$ cat config.mk
export PLATFORM = sky130hd
export DESIGN_NAME = pu_read_arbiter
export DESIGN_NICKNAME = d
export VERILOG_FILES = /design/src/switch_info_pkg.sv /design/src/pu_read_arbiter.sv
export VERILOG_INCLUDE_DIRS = /design/src
export SDC_FILE = /design/constraint.sdc
export NUM_CORES = 1
export LEC_CHECK = 0
export BUFFER_PORTS_ARGS = -buffer_cell sky130_fd_sc_hd__buf_2
export CORE_MARGIN = 2
export CORE_UTILIZATION = 25
export CTS_CLUSTER_DIAMETER = 40
export DETAILED_ROUTE_END_ITERATION = 6
export PLACE_DENSITY = 0.75
export SYNTH_ARGS = -nofsm -noshare
export SYNTH_HDL_FRONTEND = slang
export SYNTH_SLANG_ARGS = --single-unit
$ cat constraint.sdc
create_clock -name clk -period 1.8 [get_ports clk]
set_clock_uncertainty 0.2 [all_clocks]
set_input_delay 0.09 -clock clk [delete_from_list [all_inputs] [get_ports clk]]
set_output_delay 0.09 -clock clk [all_outputs]
set_load 0.05 [all_outputs]
$ cat src/switch_info_cfg.svh
// Size and region settings for the switch-info table, included by the package, RTL and testbench
`ifndef SWITCH_INFO_CFG_SVH
`define SWITCH_INFO_CFG_SVH

// PU side
`define SI_NUM_PU             4
`define SI_PU_ID_W            2
`define SI_CMD_DEPTH          2

// Command fields
`define SI_REGION_W           4
`define SI_REGION_SWITCH_INFO 3
`define SI_FID_W              4
`define SI_OFS_W              4

// Table geometry, the index is fid followed by offset
`define SI_DATA_W             32
`define SI_ADDR_W             (`SI_FID_W + `SI_OFS_W)
`define SI_TAG_DEPTH          4

`endif
$ cat src/switch_info_pkg.sv
// Shared struct types for the PU command path, the response path and the APB host port
`include "switch_info_cfg.svh"

package switch_info_pkg;

	// Read command sent by a PU, 12 bits
	typedef struct packed {
		logic [`SI_REGION_W-1:0] region; // Must equal SI_REGION_SWITCH_INFO
		logic [`SI_FID_W-1:0]    fid;
		logic [`SI_OFS_W-1:0]    offset;
	} pu_cmd_t;

	typedef logic [`SI_PU_ID_W-1:0] pu_id_t;

	// Response to one PU, ack is a single-cycle pulse
	typedef struct packed {
		logic                  ack;
		logic [`SI_DATA_W-1:0] data;
	} pu_resp_t;

	typedef struct packed {
		logic                  psel;
		logic                  penable;
		logic                  pwrite;
		logic [`SI_ADDR_W-1:0] paddr;
		logic [`SI_DATA_W-1:0] pwdata;
	} apb_req_t;

	typedef struct packed {
		logic                  pready;
		logic [`SI_DATA_W-1:0] prdata;
		logic                  pslverr;
	} apb_resp_t;

endpackage

$ cat src/pu_read_arbiter.sv
// Execute stage that grants one pending PU per free cycle in round-robin order and reads the table
`timescale 1ns/1ps
`include "switch_info_cfg.svh"

module pu_read_arbiter (
	input  logic                     clk,
	input  logic                     rst_n,
	input  logic [`SI_NUM_PU-1:0]    pending,
	input  switch_info_pkg::pu_cmd_t head_cmd [`SI_NUM_PU],
	input  logic                     port_busy,
	output logic [`SI_NUM_PU-1:0]    pop,
	output logic                     rd_en,
	output logic [`SI_ADDR_W-1:0]    rd_addr,
	output switch_info_pkg::pu_id_t  grant_id
);

	import switch_info_pkg::*;

	pu_id_t ptr;       // PU with the highest priority this cycle
	pu_id_t cand;
	pu_id_t sel;
	logic   found;

	// Search starts at the pointer and wraps around
	always_comb begin
		found = 1'b0;
		sel   = ptr;
		cand  = ptr;
		for (int k = 0; k < `SI_NUM_PU; k++) begin
			cand = pu_id_t'((int'(ptr) + k) % `SI_NUM_PU);
			if (!found && pending[cand]) begin
				found = 1'b1;
				sel   = cand;
			end
		end
	end

	assign rd_en    = found & ~port_busy; // APB owns the port while busy
	assign grant_id = sel;
	assign rd_addr  = {head_cmd[sel].fid, head_cmd[sel].offset};

	always_comb begin
		pop = '0;
		if (rd_en)
			pop[sel] = 1'b1;
	end

	// Priority moves to the PU after the granted one
	always_ff @(posedge clk) begin
		if (!rst_n) begin
			ptr <= '0;
		end else if (rd_en) begin
			if (sel == pu_id_t'(`SI_NUM_PU - 1))
				ptr <= '0;
			else
				ptr <= sel + 1'b1;
		end
	end

endmodule

# After elaboration in Yosys (flattened, before gate mapping)
# Index checks and enable logic that the tools add are counted.
totals:
  register_bits: 2
  output_inout_bits: 15
  word_cells: 45
op_classes:
  n_addsub: 4
  n_lt_le_gt_ge: 7
  eq_ne: 1
  n_mux: 22
  bitwise: 3
  reduce_logical: 7
op_table:
  columns: ["operator", "n"]
  rows:
  - ["$bmux W12 S2", 1]
  - ["$mux W8", 2]
  - ["$lt A2 B3 Y1 const B", 5]
  - ["$mux W1", 9]
  - ["$bmux W1 S2", 4]
  - ["$mux W2", 4]
  - ["$add A2 B1 Y2 const B", 2]
  - ["$add A2 B2 Y2 const B", 2]
  - ["$logic_and A1 B1 Y1", 4]
  - ["$mux W4", 1]
  - ["$ge A3 B3 Y1 const B", 1]
  - ["$logic_not A1 Y1", 3]
  - ["$not A2 Y3", 1]
  - ["$demux W1 S2", 1]
  - ["$eq A2 B2 Y1 const B", 1]
  - ["$ge A2 B1 Y1 const B", 1]
  - ["$and A1 B1 Y1", 1]
  - ["$not A1 Y1", 1]

# Depth between registers and ports, before layout
# Gate-level depths: netlist of run 1.
depth:
  ltp_word: 17
  mapped_depth: 7
  depth_no_buf: 6

# Worst setup path before layout of run 1
# No wires, ideal clock.
synth_path:
  kind: "register to output"
  start: "reg ptr[1]"
  end: "out pop[0]"
  t_arrival_ps: 2477
  slack_ps: -967
  path_stages_with_launch: 5
  path_buffers: 1
  path_cell_list: "dfxtp_1 -> nor3_1 -> o41ai_4 -> buf_6 -> nor4_1"
synth_via:
  elab_chain_cells: 17
  word_cells_on_any_way: 31
synth_lines:
  columns: ["element", "line", "rtl"]
  rows:
  - ["start: declaration", "pu_read_arbiter.sv:19", "pu_id_t ptr;"]
  - ["start signal: assignment", "pu_read_arbiter.sv:56", "ptr <= sel + 1'b1;"]
  - ["branches (longest 16 deep; another with $lt A2 B3 Y1)", null, null]
  - ["$mux W4 (*)", "pu_read_arbiter.sv:44", "if (rd_en)"]
  - ["end: declaration", "pu_read_arbiter.sv:11", "output logic [`SI_NUM_PU-1:0] pop,"]
# Mark *: on every way between the ends. The select of a mux whose other input is x is not followed.

# Final worst setup path of run 1
layout_path:
  start: "reg ptr[1]"
  end: "out rd_addr[4]"
layout_via:
  elab_chain_cells: 16
  word_cells_on_any_way: 27
layout_lines:
  columns: ["element", "line", "rtl"]
  rows:
  - ["branches (longest 11 deep; another with $add A2 B1 Y2)", null, null]
  - ["$mux W2 (*)", "pu_read_arbiter.sv:31", "if (!found && pending[cand]) begin"]
  - ["$not A2 Y3 (implied by the code) (*)", "pu_read_arbiter.sv:40", "assign rd_addr = {head_cmd[sel].fid, head_cmd[sel].offset};"]
  - ["$bmux W12 S2 (*)", "pu_read_arbiter.sv:40", null]
  - ["$mux W8 (*) (2 in series)", null, null]
  - ["end: declaration", "pu_read_arbiter.sv:13", "output logic [`SI_ADDR_W-1:0] rd_addr,"]
# Marks and branches as above.

==> results.md, run 1 <==
Flow run:
- The number of max-cap violations is 0.

GRT:
- The aggregate global-route resource usage is about 17%.
- The via count of the first global-routing pass was about 610.
- The wire length of the first global-routing pass is 2590 um.
- The total congestion overflow is 0.
- The number of antenna violations at the first check in global routing is 0.
- The pin count of the biggest net entering global routing is 13.

Clock tree:
- The clock latency at the later pin of the worst-skew pair is 0.23 ns.
- The number of sinks driven by the clock tree is 2.
- The H-tree depth is 1.
- CTS placed an instance of clkbuf_4 at the clock tree root.
- The number of buffers created by CTS is 3.
- The longest clock path from root to sink contains 2 buffers.
- TritonCTS built the clock tree.
- Clock-pin slew was measured on the worst setup and hold paths at 0.03 ns.

Placement:
- The weighted congestion reported at the end of routability-driven placement is 0.729.
- During placement, the flow inserted port buffers numbering 53.
- After legalization and detailed placement, the total HPWL measured between 1000 and 1500 um.

Critical path:
- The endpoint required time on the critical path is 1.51 ns.
- The worst setup path is captured at a primary output.
- The worst path arrival time is just under 2 ns.
- The critical-path maximum fanout is 7.
- The critical path is of the reg2out type.
- The critical path startpoint category is a flop.

Timing:
- The max-slew violation count is 0.
- Setup violations remaining at the end of the flow were counted as 13.
- Timing would allow up to 0.447 GHz.
- The worst pin sits at a relative slew slack of 70.6%.
- Setup repair after global routing could not meet its margin everywhere.
- The worst path uses 124% of the clock period.
- The setup TNS after final layout is -4.55 ns.
- The count of endpoints failing hold in the final timing report is 0.
- After layout, the worst setup slack is -0.440 ns.
- The minimum clock period is 2.24 ns.
- For the pin with the worst max-slew slack, the measured transition is ~0.44 ns.

Yosys:
- The synthesized netlist cell count is 40.
- The synthesized design spends more area on one cell type than any other, namely mux4_2.
- When the netlist entered floorplanning its net count stood at 96.
- After synthesis, the largest family of logic cells by area is multiplexers.
- For this run, the number of Yosys warnings is 0.
- The share of the synthesized area in compound gates (AO/OA/AOI/OAI) is ~23%.
- By area the synthesized netlist is led by mux4_2 30%, mux4_1 12%, dfxtp_1 8.9%, o41ai_4 6.1%, and3b_1 5.9%.
- Summing the areas of all and, or, nand and nor instances in the mapped netlist gives between 20% and 30% of the synthesized area.
- The cell area that synthesis handed to floorplanning was 448 um2.
- Synthesis instantiated 21 different standard cells from the library.
- The area share of the largest cell type after synthesis is between 30% and 40%.
- Summing the areas of all xor and xnor instances in the mapped netlist gives 0% of the synthesized area.
- After Yosys synthesis, full adders, half adders and majority gates account for 2.79% of the synthesized area.
- After synthesis, the share of cell area in mux cells is about two fifths.
- The synthesized flop and latch total is 2.
- The share of the yosys chip area belonging to registers is roughly 9%.
- The synthesized area per cell is 11.2 um2.

Power:
- Dividing total power by cell area gives a power density of 745 nW/um2.
- The leakage power summed over all cells is 0.513 nW.
- The worst-case IR drop observed on VDD is 0.000353 V.
- After layout, the design draws a total of 0.000784 W.

Route:
- The total routed wirelength is about 1900 um.
- The routed length per instance is 13.8 um.
- For this run, design rule violations remaining after detail routing come to 0.
- The detailed-routing iteration count for the pre-antenna-repair pass is 4.
- Using the TritonRoute via totals, the vias-per-cell ratio works out to 4.70.
- The final antenna-violating net count is 0.
- After the first detailed-routing iteration, the DRC count stood at 9.
- The routed layout has 648 vias.

Layout:
- ptr holds more flip-flops than any other register.
- The area added between synthesis and finish is 135%.
- The fraction of final layout cells with drive strength greater than 1 is 83.2%.
- The flip-flop count of the largest register after layout is 2.
- The antenna cell count is 0.
- Fill cells in the final layout number 142.
- In the final layout, the registers with the most flip-flops are ptr x2.
- The utilization after layout is between 60 and 70%.
- The net count of the finished layout is 171.

Status:
- The run finished, with violations left.
- The checks that failed: setup timing.

Die:
- In this run the standard cell core region covers 1710 um2.
- The total number of placement rows is 15.
- The die area is about 2100 um2.
- Pin placement for this block handled 70 I/O pins.
- The die is ~46 um wide.
- Once the floorplan was initialized, standard cells occupied 26.2% of the core.
- The die height is between 40 and 50 um.

Min path:
- The path type of the worst min-delay path is in2reg.
## per-layer routing
layer,global-route usage (%),routed length [um],up-vias
met5,0,0,-
met4,5.14,0,0
met3,4.71,79,0
met2,31.1,1160,25
met1,19.6,671,307
li1,-,-,316
## cells in the final DEF (no fill, tap or decap), types with 2 or more instances in the layout
cell / Yosys / final
buf_2: 1 / 39
dfxtp_2: 0 / 2
nor2_1: 2 / 2
nand2_1: 2 / 2
buf_8: 0 / 3
buf_6: 1 / 11
mux4_2: 6 / 8
o21ai_0: 3 / 3
clkbuf_4: 0 / 3
and3b_2: 0 / 2
nor2b_1: 4 / 4
a21oi_1: 2 / 2
buf_4: 0 / 18
## logic make-up (layout without fill, tap and decap cells)
logic type	after synthesis	after routing
simple gates	15	15
compound gates	12	12
mux	8	8
flops	2	2
buf+inv	2	75
fa+ha+maj	1	1
## report_power, final
group          internal, W   total, W  switching (W)
clock network    0.0000738   0.000103      0.0000293
logic             0.000285   0.000627       0.000342
registers        0.0000508  0.0000547     0.00000389
total             0.000409   0.000784       0.000375
## through the flow
step,area [um2],hold slack (ns),worst slack (ns),cells
2_1_floorplan,478,0.0284,-0.283,40
3_3_place_gp,876,0.147,-0.267,132
3_5_place_dp,876,0.155,-0.333,132
4_1_cts,1000,0.0629,-0.506,136
5_1_grt,1050,0.0796,-0.491,138
6_report,1050,0.0596,-0.440,138
## repair_timing
item,CTS,global route
hold buffers,1,0
resized for setup,33,10
pin swaps,1,2
endpoints found under the setup margin,15,15
hold endpoints to repair,2,0
setup buffers,0,2
## final timing paths
check                      start             endpoint  slack, ns  cells after the start
min                    port_busy  ptr[1]$_SDFFE_PN0P_       0.06                      3
max          ptr[1]$_SDFFE_PN0P_           rd_addr[4]      -0.44                      6
max reg2reg  ptr[1]$_SDFFE_PN0P_  ptr[1]$_SDFFE_PN0P_      -0.13                      9
min reg2reg  ptr[0]$_SDFFE_PN0P_  ptr[0]$_SDFFE_PN0P_       0.35                      2
## area by class of cell
type | instances | area [um2] | share of cell area (%)
well taps | 25 | 31.3 | 2.97
multi-input cells | 36 | 447 | 42.4
flip-flops and latches | 2 | 42.5 | 4.04
repair buffers | 72 | 509 | 48.4
clock buffers | 3 | 22.5 | 2.14
## critical path, stage by stage, from the launching register on
cell and delay [ns]:
dfxtp_2 0.32, buf_6 0.11, nor3_4 0.04, o41ai_4 0.33, buf_6 0.20, mux4_2 0.53, buf_8 0.17
## cell usage after synthesis
master and n:
buf_2 1, o21ai_1 1, a21boi_0 1, mux4_1 2
nand2_1 2, mux4_2 6, o41ai_1 1, dfxtp_1 2
nor3_1 1, nor2b_1 4, and2_1 1, nor2_1 2
a21oi_1 2, o41ai_4 1, o211a_1 2, o21ai_0 3
nor4_1 2, and3b_1 3, buf_6 1, o21bai_1 1
ha_1 1
(Power assumes the default switching activity.)
==> run 2: changes to the inputs <==
--- a/config.mk
+++ b/config.mk
@@ -11,7 +11,7 @@
 export CORE_UTILIZATION = 25
 export CTS_CLUSTER_DIAMETER = 40
 export DETAILED_ROUTE_END_ITERATION = 6
-export PLACE_DENSITY = 0.75
+export PLACE_DENSITY_LB_ADDON = 0.25
 export SYNTH_ARGS = -nofsm -noshare
 export SYNTH_HDL_FRONTEND = slang
 export SYNTH_SLANG_ARGS = --single-unit
==> run 2 against run 1 <==
Critical path depth decreased by 1. Largest power group unchanged. Register-to-register slack improved by 0.13 ns. Critical path type unchanged. Power shrank 1.2%. Clock power about the same. The run still ends with setup timing left. Final cell count fell by 0.72%. Maximum frequency is 1.7% higher. Non-clock buffer count shrank 2. Setup slack improved by 0.037 ns. Highest routed layer is now met4.
==> results.md, run 2 (same netlist as run 1, synthesis figures left out) <==
Status:
- The flow ran to the end, but the final reports show violations.
- The checks that failed: setup timing.

Timing:
- The max-slew violation count is 0 (unchanged).
- The number of setup violations in the final report is 13 (unchanged).
- The worst slew margin relative to its limit is 74.2% (+3.6 points).
- The minimum clock period is 2.20 ns (-0.0370 ns).
- The final critical-path setup slack was -0.403 ns (+0.0370 ns).
- The count of endpoints failing hold in the final timing report is 0 (unchanged).
- The achievable frequency was 0.454 GHz (+1.7%).
- The setup TNS after final layout is -3.74 ns (+0.814 ns).
- The tightest hold margin is 0.123 ns (+0.0638 ns).
- Setup repair after global routing could not meet its margin everywhere.
- The final worst-path cycle share was 122% (-2.1 points).
- The slew at the pin with the worst max-slew slack is 0.383 ns (-0.0561 ns).

Critical path:
- Walking the worst path, the cells encountered are nor2b_2 -> o41ai_4 -> buf_6 -> mux4_2 -> buf_6.
- The critical path startpoint category is a flop.
- The worst path arrival time is 1.91 ns (-0.04 ns).
- The endpoint identified for the worst register-to-register timing path is ptr[1]$_SDFFE_PN0P_.
- The most repeated library cell on the critical path is buf_6.
- The largest stage delay on the critical path is 0.52 ns (about the same).
- The reg-to-reg setup timing slack came to 0 ns (+0.13 ns).
- The source of the worst register-to-register timing path is ptr[1]$_SDFFE_PN0P_.
- The capturing element type of the critical path is a primary output.
- For this design, the slowest cell found on the critical path is mux4_2.
- The critical path class is reg2out.
- The endpoint required time on the critical path came to 1.51 ns (about the same).
- The critical-path maximum fanout is 8 (+1).
- The depth of the most critical reg-to-reg path is 9 (unchanged).

Power:
- The total power draw is 0.000775 W (-1.2%).
- The cell area power density is 740 nW/um2 (-0.72%).
- The leakage power summed over all cells is 0.511 nW (-0.37%).
- The part of the power in registers is 7.4% (+0.4 points).
- The internal power of the cells is 0.000400 W (-2.2%).
- The largest voltage drop on the vdd net is 0.000314 V (-11%).
- The clock network fraction of total power is 12.8% (-0.3 points).
- The combinational fraction of design power came to 79.8% (about the same).
- The switching power is 0.000375 W (about the same).
- The switching part of the total is 48.4% (+0.54 points).

Layout:
- The area added between synthesis and finish is 134%.
- The combined area of the multi-input logic cells is 470 um2 (+5.3%).
- The flip-flop count of the largest register after layout came to 2 (unchanged).
- The final instance count without filler cells is 137 (-0.72%).
- The register area is 42.5 um2 (unchanged).
- The commonest non-fill, non-tap cell in the layout is buf_2.
- The register name with the most flops is ptr.
- Leaving out fill and tap cells, the most frequent cells in the layout are 40 x buf_2, 17 x buf_4, 10 x buf_6, 8 x mux4_2.
- The fraction of final layout cells with drive strength greater than 1 came to 87.5% (+4.3 points).
- The count of filler cells inserted in the layout is 157 (+11%).
- The net count of the finished layout came to 170 (-0.58%).
- The antenna cell count is 0 (unchanged).
- The utilization after layout is 61.3% (-0.29 points).
- The largest registers in the layout are ptr x2.

Placement:
- The weighted congestion reported at the end of routability-driven placement is 0.724 (-0.71%).
- The number of instances in the placed design is 133 (+0.76%).
- The detailed-placement wirelength estimate is 1320 um (-11%).
- The number of I/O port buffers came to 53 (unchanged).

GRT:
- The pin count of the biggest net entering global routing is 14 (+1).
- The via count of the first global-routing pass is 583 (-3.6%).
- The total congestion overflow was 0 (unchanged).
- The aggregate global-route resource usage is 15.0% (-2.3 points).
- The wire length of the first global-routing pass is 2340 um (-9.8%).
- The number of antenna violations at the first check in global routing is 0 (unchanged).

Route:
- The number of DRC violations after detailed routing is 0 (unchanged).
- The detailed router's first-iteration violation count came to 2 (-7).
- The total routed wirelength was 1880 um (-1.5%).
- The final antenna-violating net count came to 0 (unchanged).
- The detailed-routing iteration count for the pre-antenna-repair pass is 4 (unchanged).
- The total number of vias came to 676 (+4.3%).
- The via density per instance is 4.93 (+5.1%).
- The routed length per instance is 13.7 um (-0.80%).

Clock tree:
- The post-CTS clock slew at the launch and capture registers of the worst setup and hold paths is 0.03 ns (about the same).
- The largest buffer count on any clock path is 2 (unchanged).
- TritonCTS built the clock tree.
- The number of buffers created by CTS is 3 (unchanged).
- The number of sinks driven by the clock tree was 2 (unchanged).
- The clock latency at the later pin of the worst-skew pair is 0.22 ns (about the same).
- The post-CTS setup repair buffer count is 0 (unchanged).
- The cell chosen for the clock root is clkbuf_4.
- The H-tree depth was 1 (unchanged).

Die:
- The total number of placement rows was 15 (unchanged).
- The area of the core is 1710 um2 (unchanged).
- The width of the chip was 46.3 um (unchanged).
- The initial cell density of the core is 26.2% (unchanged).
- The boundary pin count was 70 (unchanged).
- The die area is 2150 um2 (unchanged).
- The die height was 46.3 um (unchanged).

Flow run:
- The number of max-cap violations is 0 (unchanged).

Min path:
- The worst hold path belongs to the class in2reg.
- For hold timing, the worst endpoint is ptr[1]$_SDFFE_PN0P_.
- The worst hold path begins at port_busy.
- The number of cells on the worst hold path came to 3 (unchanged).
[run 2: cell count changes in the layout (fill, tap and decap cells not counted), sizes merged]
cell and change:
o211a +1, buf -2
[run 2: worst max path at each step]
stage                         from         end  slack, ns  cells after the start
6_report       ptr[0]$_SDFFE_PN0P_  rd_addr[7]      -0.40                      5
5_1_grt        ptr[0]$_SDFFE_PN0P_  rd_addr[0]      -0.48                      5
4_1_cts        ptr[1]$_SDFFE_PN0P_  rd_addr[0]      -0.40                      5
3_5_place_dp   ptr[1]$_SDFFE_PN0P_  rd_addr[5]      -0.28                      5
3_3_place_gp   ptr[1]$_SDFFE_PN0P_  rd_addr[7]      -0.26                      5
2_1_floorplan  ptr[1]$_SDFFE_PN0P_  rd_addr[2]      -0.28                      4
[run 2: repair_timing]
item | CTS | global route
hold endpoints to repair | 2 | 0
gates resized for setup | 30 | 17
cloned | 0 | 1
hold buffers | 1 | 0
setup endpoints to repair | 14 | 14
pin swaps | 2 | 3
[run 2: per-stage QoR]
step,instance area (um2),setup slack (ns)
floorplan,478,-0.283
CTS,983,-0.398
global placement,883,-0.264
finish,1050,-0.403
global route,1050,-0.476
detailed placement,883,-0.280
[run 2: area by class of cell]
type                            count  area share (%)
Clock buffer                        3            2.15
Sequential cell                     2            4.06
Multi-Input combinational cell     37            44.9
Timing Repair Buffer               70            45.9
Tap cell                           25            2.99
[run 2: power groups by stage]
stage	clock network [W]	registers, W	logic [W]
after global routing	0.000108	0.0000572	0.000648
after global placement	0	0.0000541	0.000503
after detailed placement	0	0.0000543	0.000508
after floorplan	0	0.0000548	0.000358
after CTS	0.000104	0.0000554	0.000586
final	0.0000995	0.0000573	0.000618
[run 2: per-layer routing]
metal	wire length, um	global-route usage [%]	up-vias
li1	-	-	320
met1	681	18.5	325
met2	1070	26.9	27
met3	103	3.53	4
met4	28	1.71	0
met5	0	0	-
[run 2: worst max-delay path: cells and delay by family (launching register included)]
| family | cells | cell delay (ns) |
|---|---|---|
| DFF | 1 | 0.36 |
| buffers and inverters | 2 | 0.37 |
| AOI/OAI and AO/OA | 1 | 0.35 |
| muxes | 1 | 0.52 |
| and+or+nand+nor | 1 | 0.07 |
