[config.mk]
export PLATFORM = sky130hd
export DESIGN_NAME = pu_resp_router
export DESIGN_NICKNAME = d
export VERILOG_FILES = /design/src/switch_info_pkg.sv /design/src/pu_resp_router.sv /design/src/sync_fifo.sv
export VERILOG_INCLUDE_DIRS = /design/src
export SDC_FILE = /design/constraint.sdc
export NUM_CORES = 1
export LEC_CHECK = 0
export BUFFER_PORTS_ARGS = -buffer_cell sky130_fd_sc_hd__buf_2
export CAP_MARGIN = 15
export CELL_PAD_IN_SITES_DETAIL_PLACEMENT = 1
export CELL_PAD_IN_SITES_GLOBAL_PLACEMENT = 1
export CORE_UTILIZATION = 35
export CTS_CLUSTER_DIAMETER = 30
export DETAILED_ROUTE_END_ITERATION = 10
export PLACE_DENSITY = 0.81
export SETUP_SLACK_MARGIN = 0.1
export SLEW_MARGIN = 10
export SYNTH_ARGS = -nofsm -noshare
export SYNTH_HDL_FRONTEND = slang
export SYNTH_SLANG_ARGS = --single-unit
[constraint.sdc]
create_clock -name clk -period 2.4 [get_ports clk]
set_clock_uncertainty 0.2 [all_clocks]
set_input_delay 0.12 -clock clk [delete_from_list [all_inputs] [get_ports clk]]
set_output_delay 0.12 -clock clk [all_outputs]
set_load 0.02 [all_outputs]
[src/switch_info_cfg.svh]
// Size and region settings for the switch-info table, included by the package, RTL and testbench
`ifndef SWITCH_INFO_CFG_SVH
`define SWITCH_INFO_CFG_SVH

// PU side
`define SI_NUM_PU             4
`define SI_PU_ID_W            2
`define SI_CMD_DEPTH          2

// Command fields
`define SI_REGION_W           4
`define SI_REGION_SWITCH_INFO 3
`define SI_FID_W              4
`define SI_OFS_W              4

// Table geometry, the index is fid followed by offset
`define SI_DATA_W             32
`define SI_ADDR_W             (`SI_FID_W + `SI_OFS_W)
`define SI_TAG_DEPTH          4

`endif
[src/switch_info_pkg.sv]
// Shared struct types for the PU command path, the response path and the APB host port
`include "switch_info_cfg.svh"

package switch_info_pkg;

	// Read command sent by a PU, 12 bits
	typedef struct packed {
		logic [`SI_REGION_W-1:0] region; // Must equal SI_REGION_SWITCH_INFO
		logic [`SI_FID_W-1:0]    fid;
		logic [`SI_OFS_W-1:0]    offset;
	} pu_cmd_t;

	typedef logic [`SI_PU_ID_W-1:0] pu_id_t;

	// Response to one PU, ack is a single-cycle pulse
	typedef struct packed {
		logic                  ack;
		logic [`SI_DATA_W-1:0] data;
	} pu_resp_t;

	typedef struct packed {
		logic                  psel;
		logic                  penable;
		logic                  pwrite;
		logic [`SI_ADDR_W-1:0] paddr;
		logic [`SI_DATA_W-1:0] pwdata;
	} apb_req_t;

	typedef struct packed {
		logic                  pready;
		logic [`SI_DATA_W-1:0] prdata;
		logic                  pslverr;
	} apb_resp_t;

endpackage

[src/pu_resp_router.sv]
// Result stage that tags each table read with its PU and returns the word to that PU
`timescale 1ns/1ps
`include "switch_info_cfg.svh"

module pu_resp_router (
	input  logic                     clk,
	input  logic                     rst_n,
	input  logic                     grant,
	input  switch_info_pkg::pu_id_t  grant_id,
	input  logic                     rd_valid,
	input  logic [`SI_DATA_W-1:0]    rd_data,
	output switch_info_pkg::pu_resp_t io_resp [`SI_NUM_PU]
);

	import switch_info_pkg::*;

	pu_id_t tag_head; // Owner of the read now returning

	// Reads return in grant order, so a FIFO of ids is enough
	sync_fifo #(
		.payload_t (pu_id_t),
		.DEPTH     (`SI_TAG_DEPTH)
	) u_tag_fifo (
		.clk   (clk),
		.rst_n (rst_n),
		.wr    (grant),
		.din   (grant_id),
		.rd    (rd_valid),
		.dout  (tag_head),
		.full  (),
		.empty ()
	);

	always_ff @(posedge clk) begin
		if (!rst_n) begin
			for (int i = 0; i < `SI_NUM_PU; i++)
				io_resp[i] <= '0;
		end else begin
			for (int i = 0; i < `SI_NUM_PU; i++) begin
				io_resp[i].ack  <= rd_valid && (tag_head == pu_id_t'(i));
				io_resp[i].data <= (rd_valid && (tag_head == pu_id_t'(i))) ? rd_data : '0;
			end
		end
	end

endmodule

[src/sync_fifo.sv]
// Register-array FIFO with a typed payload, used for PU command queues and PU-id tag queues
`timescale 1ns/1ps

module sync_fifo #(
	parameter type payload_t = logic [7:0],
	parameter int DEPTH = 2
) (
	input  logic     clk,
	input  logic     rst_n,
	input  logic     wr,
	input  payload_t din,
	input  logic     rd,
	output payload_t dout,
	output logic     full,
	output logic     empty
);

	localparam int PTR_W = (DEPTH > 1) ? $clog2(DEPTH) : 1;
	localparam int CNT_W = $clog2(DEPTH + 1);

	payload_t           mem [DEPTH];
	logic [PTR_W-1:0]   wr_ptr;
	logic [PTR_W-1:0]   rd_ptr;
	logic [CNT_W-1:0]   count;
	logic               do_wr;
	logic               do_rd;

	assign full  = (count == CNT_W'(DEPTH));
	assign empty = (count == '0);
	assign do_wr = wr & ~full;
	assign do_rd = rd & ~empty;
	assign dout  = mem[rd_ptr]; // Head is visible without a read

	always_ff @(posedge clk) begin
		if (!rst_n) begin
			wr_ptr <= '0;
			rd_ptr <= '0;
			count  <= '0;
		end else begin
			if (do_wr)
				wr_ptr <= (wr_ptr == PTR_W'(DEPTH - 1)) ? '0 : wr_ptr + 1'b1;
			if (do_rd)
				rd_ptr <= (rd_ptr == PTR_W'(DEPTH - 1)) ? '0 : rd_ptr + 1'b1;
			if (do_wr && !do_rd)
				count <= count + 1'b1;
			else if (do_rd && !do_wr)
				count <= count - 1'b1;
		end
	end

	always_ff @(posedge clk) begin
		if (do_wr)
			mem[wr_ptr] <= din;
	end

endmodule

== After elaboration in Yosys (flattened, before gate mapping) ==
Memory sizes are Yosys's and may differ from the RTL's. A register that Yosys moved wholly into a read port is not among the register bits.
Cells that the tools add are included.

* Reduce and logical (&&, ||, !) cells: 15
* Multiplexer cells: 8
* Bitwise operators: 4
* Multipliers: 0
* Div/mod/pow operators: 0
* Add/subtract/negate cells: 4
* $lt $le $gt $ge: 0
* Shift operators: 0
* Equal/unequal tests: 6

{| class="wikitable"
|+ Operators by type and width
! kind !! number
|-
| $eq A2 B2 Y1 const B || 4
|-
| $mux W2 || 4
|-
| $reduce_and A2 Y1 || 4
|-
| $logic_and A1 B1 Y1 || 6
|-
| $mux W3 || 2
|-
| $add A2 B1 Y2 const B || 2
|-
| $add A3 B1 Y3 const B || 1
|-
| $eq A3 B3 Y1 const B || 1
|-
| $logic_not A3 Y1 || 1
|-
| $sub A3 B1 Y3 const B || 1
|-
| $and A1 B1 Y1 || 2
|-
| $eq A2 B1 Y1 const B || 1
|-
| $logic_not A1 Y1 || 2
|-
| $logic_not A2 Y1 || 1
|-
| $mux W1 || 2
|-
| $not A1 Y1 || 2
|-
| $reduce_bool A2 Y1 || 1
|}

* Latch bits: 0
* Flip-flop bits (word level): 139
* Memory bits (writable): 8
* Logic and storage cells: 49
* Memories: 1
* Output and inout bits: 132
* Bits in read-only memories: 0

{| class="wikitable"
|+ Memories
! name !! words !! bits a word !! rd ports !! clocked after memory_dff !! wr ports !! line !! text
|-
| u_tag_fifo.mem || 4 || 2 || 1 || 1 || 1 || sync_fifo.sv:21 || <nowiki>payload_t mem [DEPTH];</nowiki>
|}

== Longest topological paths before layout ==
Gate-level depths: netlist of the first run.

* Depth after elaboration: 7
* Gate-level depth with buffers: 8
* Mapped depth without buffers: 8

== Modules after synthesis ==
A second synthesis of the first run with hierarchy kept.

* Cells, all modules: 384
* Area total of the unflattened synthesis: 4327.9 µm²

{| class="wikitable"
|+ Modules (own cells, without submodules)
! module !! area each (µm²) !! times used !! sequential area each (µm²) !! cells each
|-
| pu_resp_router || 3550.9 || 1 || 2642.5 || 324
|-
| sync_fifo || 777.0 || 1 || 420.4 || 60
|}

== Worst setup path after synthesis of the first run ==
No wires, ideal clock.

* Kind: reg2reg
* Start: register u_tag_fifo.count[0]
* End: register u_tag_fifo.count[2]
* Period minus slack after synthesis: 2.257 ns
* Path buffers: 0
* Stages on the path, launching flop included: 8
* Setup time: 0.070 ns
* Arrival: 1.988 ns
* Path slack: 0.143 ns
* Path through: dfxtp_1 -> o31ai_1 -> ha_1 -> inv_1 -> fa_1 -> xor2_1 -> or3_1 -> a21oi_1

* Longest elaborated chain between the ends: 6

{| class="wikitable"
|+ RTL lines
! item !! line !! text
|-
| start, declared || sync_fifo.sv:24 || <nowiki>logic [CNT_W-1:0] count;</nowiki>
|-
| start signal, assigned || sync_fifo.sv:45 || <nowiki>count <= count + 1'b1;</nowiki>
|-
| start signal, assigned || sync_fifo.sv:47 || <nowiki>count <= count - 1'b1;</nowiki>
|-
| parallel branches: the longest is 6 deep, another holds $sub A3 B1 Y3 || - ||
|}

Parallel ways; which one is timed is not known. The select of a mux whose other input is x is not followed.
A chain may end at the register's enable or synchronous reset.

== Worst setup path after layout of the first run ==
* Start: register u_tag_fifo.count[2]
* End: register u_tag_fifo.count[2]

* Longest elaborated chain between the ends: 6

{| class="wikitable"
|+ RTL lines
! item !! line !! text
|-
| $eq A3 B3 Y1 * || sync_fifo.sv:28 || <nowiki>assign full = (count == CNT_W'(DEPTH));</nowiki>
|-
| $not A1 Y1 * || sync_fifo.sv:30 || <nowiki>assign do_wr = wr & ~full;</nowiki>
|-
| $and A1 B1 Y1 * || sync_fifo.sv:30 ||
|-
| net u_tag_fifo.do_wr || sync_fifo.sv:25 || <nowiki>logic do_wr;</nowiki>
|-
| $logic_not A1 Y1 || sync_fifo.sv:46 || <nowiki>else if (do_rd && !do_wr)</nowiki>
|-
| $logic_and A1 B1 Y1 || sync_fifo.sv:46 ||
|-
| $reduce_bool A2 Y1 (no source line) || - ||
|}

Mark *: on every way through the listed nets, which the timed path passes. The rest lies on a longest branch. The select of a mux whose other input is x is not followed.

==> impl_metrics.toml, run 1 <==
[clocking]
cts.clk_slew.worst_paths_ns = 0.06
cts.sinks = 149
numCtsBuffers = 17
cts_root_buf = "clkbuf_16"
insertion_delay_ns = 0.42
cts.path.max_buffers = 2
cts_max_level = 4
tritoncts = "built"

[timing]
layout_min_cycle_time_ns = 2.292
final.period_utilization_pct = 95.51
holdWs_ns = 0.2672
finalHoldViolCount = 0
tightestPinTransition_ns = 0.2999
rsz0062_at_grt = "false"
slew_violations = 0
setup_tns_ns = 0
setup-violations-final = 0
relSlewSlack_pct = 80.01
fmax_mhz = 436.3

[synth]
yosysTopAreaCell = "dfxtp_1"
synth.avg_cell_area_um2 = 11.06
yosys.area_share.simple_pct = 18.47
yosysWarnings = 0
synthDistinctLibCells = 24
synth_top_family_by_area = "simple AND/OR/NAND/NOR gates"
synthAdderAreaFrac_pct = 2.275
synthMuxAreaShare_pct = 1.557
synth_compound_area_share_pct = 1.018
synth_xor_xnor_area_share_pct = 0.4192
synth_area_mm2 = 0.004179
yosysSeqAreaShare_pct = 73.29
mappedNetlistNets = 423
netlist_instances = 378
ys_ff_latch = 149
synth_top_area_share_pct = 67.54
synth.area.top_cells = "dfxtp_1 (68%), nor2_1 (11%), edfxtp_1 (5.7%), nand2_1 (3.1%), nor2_2 (2.7%)"

[critical_path]
crit_slowest_cell = "fa_1"
crit_chain = "nor3b_2, nor2_2, ha_2, inv_1, fa_1, xor2_1, or3_1, a21oi_1"
required_ns = 2.54
path_max_fanout = 5
cpPeakStageDelay_ns = 0.37
worstSetupStartpointType = "flip-flop"
path_buf_inv = 1
cp.arrival_ns = 2.43
endpoint_kind = "flip-flop"
crit_type = "reg2reg"
crit_family = "simple AND/OR/NAND/NOR gates"

[routing]
drtAntennaViolNets = 0
vias = 3303
drt_iter0_drc = 156
firstDrtPassIters = 7
wl_um = 11960
wl_per_cell_um = 15.88
route.detailed.drc = 32
vias_per_cell = 4.386

[power]
power.density_mw_per_mm2 = 1055
peakVddDrop_v = 0.0005165
power_leakage_uw = 0.002938

[global_routing]
grt_usage_pct = 20.02
grt_pass1_wl_um = 18420
gr-total-overflow = 0
grt_pass1_vias = 3548
grt_max_degree = 23
antenna_found_initial = 0

[final_layout]
final_common_cell = "buf_2"
final_layout_size_suffix_gt1_share_pct = 39.51
nFillCells = 1285
layout_common_cells = "buf_2 (169), dfxtp_1 (138), nor2_1 (117)"
syn_to_final_growth_pct = 47.78
instances_no_fill = 753
diodes = 0
nets = 642

[floorplan]
die_h_um = 111.3
die_area_mm2 = 0.01238
rows = 39
io_pins = 170
initial_core_util_pct = 36.29
die_x_um = 111.3
core_mm2 = 0.01152

[status]
run_status = "complete, but fails checks"
violations = "design-rule violations"

[placed_design]
gp_congestion = 0.7441
dp_cells = 682
dp_hpwl_um = 7612
io_buffers = 169

[flow_run]
max-cap-violations = 0

[min_path]
min_path_type = "in2reg"
==> per-stage QoR <==
step | util (%) | area (um^2) | setup slack (ns) | power, uW
final | 53.63 | 6176 | 0.1078 | 6517
after global routing | 53.63 | 6176 | 0.04171 | 6796
after CTS | 53.44 | 6155 | 0.1131 | 6551
after detailed placement | 44.99 | 5181 | 0.02913 | 3945
after global placement | 44.99 | 5181 | 0.1774 | 3902
after floorplan | - | 4179 | 0.1427 | 3538
==> repair_timing <==
item | CTS | global route
resized for setup | 2 | 6
hold endpoints to repair | 149 | 0
pin swaps | 1 | 1
setup endpoints to repair | 1 | 2
buffers inserted | 1 | 0
hold buffers | 38 | 0
==> synthesized netlist by cell type <==
library cell	n
mux4_2	2
inv_1	5
and2_1	5
nor2_2	18
or4_1	1
nand3b_1	1
o31ai_1	1
ha_1	6
nand2b_1	2
mux2i_1	2
a21oi_1	4
clkbuf_1	7
fa_1	1
o21ai_0	3
dfxtp_1	141
buf_2	9
nand2_1	35
edfxtp_1	8
or3_1	2
nor3b_1	1
nor2_1	118
or2_1	1
xor2_1	2
buf_6	3
==> metal layers <==
| layer | share of wire (%) | track usage, % | vias to the layer above |
|---|---|---|---|
| li1 | - | - | 1607 |
| met1 | 39 | 20.92 | 1564 |
| met2 | 54 | 37.54 | 115 |
| met3 | 5.4 | 6.124 | 17 |
| met4 | 1.4 | 7.027 | 0 |
| met5 | 0 | 0 | - |
==> worst paths after layout <==
kind	depth (start not counted)	startpoint	slack [ns]	to
setup reg to reg	8	u_tag_fifo.count[2]	0.11	u_tag_fifo.count[2]
setup / recovery	8	u_tag_fifo.count[2]	0.11	u_tag_fifo.count[2]
hold reg to reg	2	u_tag_fifo.rd_ptr[0]	0.33	u_tag_fifo.rd_ptr[0]
hold / removal	2	grant_id[0]	0.27	u_tag_fifo.mem[2][0]
==> area by class of cell <==
class / count / area (um^2) / share of cell area, %
flip-flops and latches: 149 / 3067 / 49.66
repair buffers: 219 / 1316 / 21.31
multi-input cells: 205 / 1016 / 16.45
clock buffers: 19 / 452.9 / 7.334
well taps: 143 / 178.9 / 2.897
clock inverters: 13 / 126.4 / 2.046
inverters: 5 / 18.77 / 0.3039
==> power by group <==
part           switching, uW  leakage [uW]  internal [uW]
logic                    803       0.00146            399
clock network           1040      0.000266           1490
registers               96.2       0.00122           2690
==> sequential cells by signal, indices dropped and copies added, names as in the netlist, named ones only <==
name and flops:
u_tag_fifo.mem 8, u_tag_fifo.rd_ptr 2, u_tag_fifo.wr_ptr 2, u_tag_fifo.count 3, io_resp 132
==> kinds of logic after synthesis <==
logic type,Yosys count
fa+ha+maj,7
simple gates,184
mux,4
xor+xnor,2
compound gates,8
buf+inv,24
flops,149
Note: power is estimated with default switching activity, not from simulation.
==> run 2, diff against run 1 <==
- ABC_AREA: unset -> 1
==> run 2 against run 1 <==
Net effect:
- the run now ends clean
- clock-buffer cell count up 4
- largest cell class unchanged
- combinational power grew 11%
- utilization is 1.5 points lower
- critical path type unchanged
==> impl_metrics.toml, run 2 <==
[final_layout]
syn_to_final_growth_pct = 44.26
top_register = "io_resp"
nets = 676
final_common_cell = "buf_2"
largest_register_ffs = 132
layout_common_cells = "buf_2 (169), dfxtp_1 (139), nor2_1 (110)"
final_layout_size_suffix_gt1_share_pct = 33.54
reg_top3 = "io_resp: 132 flops, u_tag_fifo.mem: 8 flops, u_tag_fifo.count: 3 flops"
final_cell_area_mm2 = 0.006285

[routing]
wl_um = 12610
wl_met2_um = 7033
route.detailed.drc = 0
wl_met3_um = 682
drt_iter0_drc = 118
vias_per_cell = 4.354
vias = 3540
top_layer = "met4"
drtAntennaViolNets = 0
firstDrtPassIters = 4
drt-met1-wl_um = 4562
wl_per_cell_um = 15.51

[placed_design]
gp_congestion = 0.8015
dpl-instance-area_mm2 = 0.005296
io_buffers = 169
dp_hpwl_um = 7734

[status]
run_status = "finished, final reports clean"

[power]
power.density_mw_per_mm2 = 1092
peakVddDrop_v = 0.0004559
internal-power_uw = 4813
power_leakage_uw = 0.003256
clkPwrFrac_pct = 38.7
p_seq_share_pct = 41.9
combPwrFrac_pct = 19.4
power_switching_uw = 2046
swShare_pct = 29.83

[critical_path]
path_max_fanout = 7
crit_chain = "inv_1, nand3_1, nand2_2, inv_2, ha_1, inv_1, fa_2, or2_2, nand3_1, nand2_1, inv_1, nor2_1"
cp.arrival_ns = 2.22
cpPeakStageDelay_ns = 0.35
endpoint_kind = "flip-flop"
cp-startpoint = "u_tag_fifo.count[0]"
required_ns = 2.52
crit_type = "reg2reg"
crit_slowest_cell = "dfxtp_2"
worstReg2RegStart = "u_tag_fifo.count[0]"
worstSetupStartpointType = "flip-flop"
crit_top_cell = "inv_1"

[floorplan]
initial_core_util_pct = 36.12
core_mm2 = 0.01206
die_x_um = 113.6
die_area_mm2 = 0.01290
io_pins = 170
die_h_um = 113.6
rows = 40

[timing]
final.period_utilization_pct = 87.57
relSlewSlack_pct = 66.33
tightestPinTransition_ns = 0.5050
fmax_mhz = 475.8
setup-violations-final = 0
rsz0062_at_grt = "false"
slew_violations = 0
layout_min_cycle_time_ns = 2.102
finalHoldViolCount = 0
setup_tns_ns = 0

[clocking]
cts.clk_slew.worst_paths_ns = 0.06
cts_max_level = 4
tritoncts = "built"
cts_root_buf = "clkbuf_16"
cts.sinks = 149
cts.path.max_buffers = 2
insertion_delay_ns = 0.42
numCtsBuffers = 17

[synth]
synthArstFlopShare_pct = 0
synth_flop_cell = "dfxtp_1"
synthTopCellsByCount = "dfxtp_1 (141), nor2_1 (110), inv_1 (54), nor3_1 (32), nand2_1 (24)"
yosysWarnings = 0
netlist_instances = 419
synth.area.top_cells = "dfxtp_1 (65%), nor2_1 (9.5%), edfxtp_1 (5.5%), inv_1 (4.7%), nor3_1 (3.7%)"
synth_area_mm2 = 0.004357
synth_most_common_cell = "dfxtp_1"
synth_top_area_share_pct = 64.79
synth-edff-count = 8
mappedNetlistNets = 464
synthDistinctLibCells = 20
yosysSeqAreaShare_pct = 70.30
yosysTopAreaCell = "dfxtp_1"
synth.avg_cell_area_um2 = 10.40
ys_ff_latch = 149

[global_routing]
grt_max_degree = 34
gr-total-overflow = 0
grt_pass1_wl_um = 19390
grt_pass1_vias = 3822
grt_usage_pct = 20.29
antenna_found_initial = 1

[min_path]
worstHoldStart = "grant_id[1]"
min_path_type = "in2reg"

[flow_run]
max-cap-violations = 0
-- run 2: cell types whose count changed in the layout (fill, tap and decap cells not counted), sizes merged, moves of 3 or more --
| cell | before | now |
|---|---|---|
| inv | 7 | 56 |
| nor3 | 0 | 32 |
| nor2 | 136 | 110 |
| nand3 | 0 | 13 |
| buf | 181 | 171 |
| nand2 | 35 | 26 |
| and2 | 5 | 0 |
| clkbuf | 19 | 23 |
| o21ai | 3 | 6 |
-- run 2: power by group through the flow --
| stage | sequential [uW] | clock [uW] | combinational [uW] |
|---|---|---|---|
| 6_report | 2880 | 2650 | 1330 |
| 5_1_grt | 2900 | 2810 | 1470 |
| 4_1_cts | 2870 | 2710 | 1340 |
| 3_5_place_dp | 2920 | 0 | 1270 |
| 3_3_place_gp | 2910 | 0 | 1210 |
| 2_1_floorplan | 3150 | 0 | 637 |
-- run 2: cell families (layout without fill, tap and decap cells) --
kind of cell	after synthesis	after routing	share of synthesized area [%]
buffers and inverters	70	295	7.754
DFF	149	149	70.30
AOI/OAI and AO/OA	10	10	1.149
adders and majority gates	7	7	2.183
other	0	1	0
and+or+nand+nor	183	183	18.61
-- run 2: final cells by class --
class | count | area (um^2)
multi-input cells | 200 | 963.4
diodes | 1 | 2.502
clock inverters | 9 | 116.4
inverters | 55 | 206.4
fillers | 1378 | 5777
repair buffers | 208 | 1231
well taps | 168 | 210.2
clock buffers | 23 | 489.2
flip-flops and latches | 149 | 3065
-- run 2: path summary, 6_finish.rpt --
path,endpoint,slack (ns),cells past startpoint
max,u_tag_fifo.count[2],0.30,12
max reg2reg,u_tag_fifo.count[2],0.30,12
min,u_tag_fifo.mem[3][1],0.27,2
min reg2reg,u_tag_fifo.wr_ptr[1],0.34,2
-- run 2: timing repair --
| item | in CTS | in global routing |
|---|---|---|
| gates resized for setup | 0 | 6 |
| endpoints found under the hold margin | 145 | 0 |
| buffers inserted | 0 | 0 |
| setup endpoints to repair | 0 | 1 |
| hold buffers | 37 | 0 |
-- run 2: metrics by stage --
stage	power [uW]	hold slack (ns)	setup slack (ns)	utilization (%)	cells
3_3_place_gp	4121	0.1337	0.2915	43.91	743
5_1_grt	7183	0.2855	0.1129	52.11	813
2_1_floorplan	3783	0.01887	0.3763	-	419
6_report	6860	0.2659	0.2984	52.11	813
3_5_place_dp	4195	0.1372	0.1612	43.91	743
4_1_cts	6918	0.2516	0.1310	52.00	812
-- run 2: worst max-delay path: cells and delay by family, from the launching register on --
| family | cells | cell delay [ns] |
|---|---|---|
| AND/OR/NAND/NOR | 6 | 0.69 |
| flip-flops | 1 | 0.35 |
| buffers and inverters | 4 | 0.30 |
| adder cells (fa/ha/maj) | 2 | 0.47 |
-- run 2: layer usage --
metal	vias up	GRT usage, %
li1	1705	-
met1	1685	18.64
met2	123	40.00
met3	27	5.845
met4	0	10.44
met5	-	0
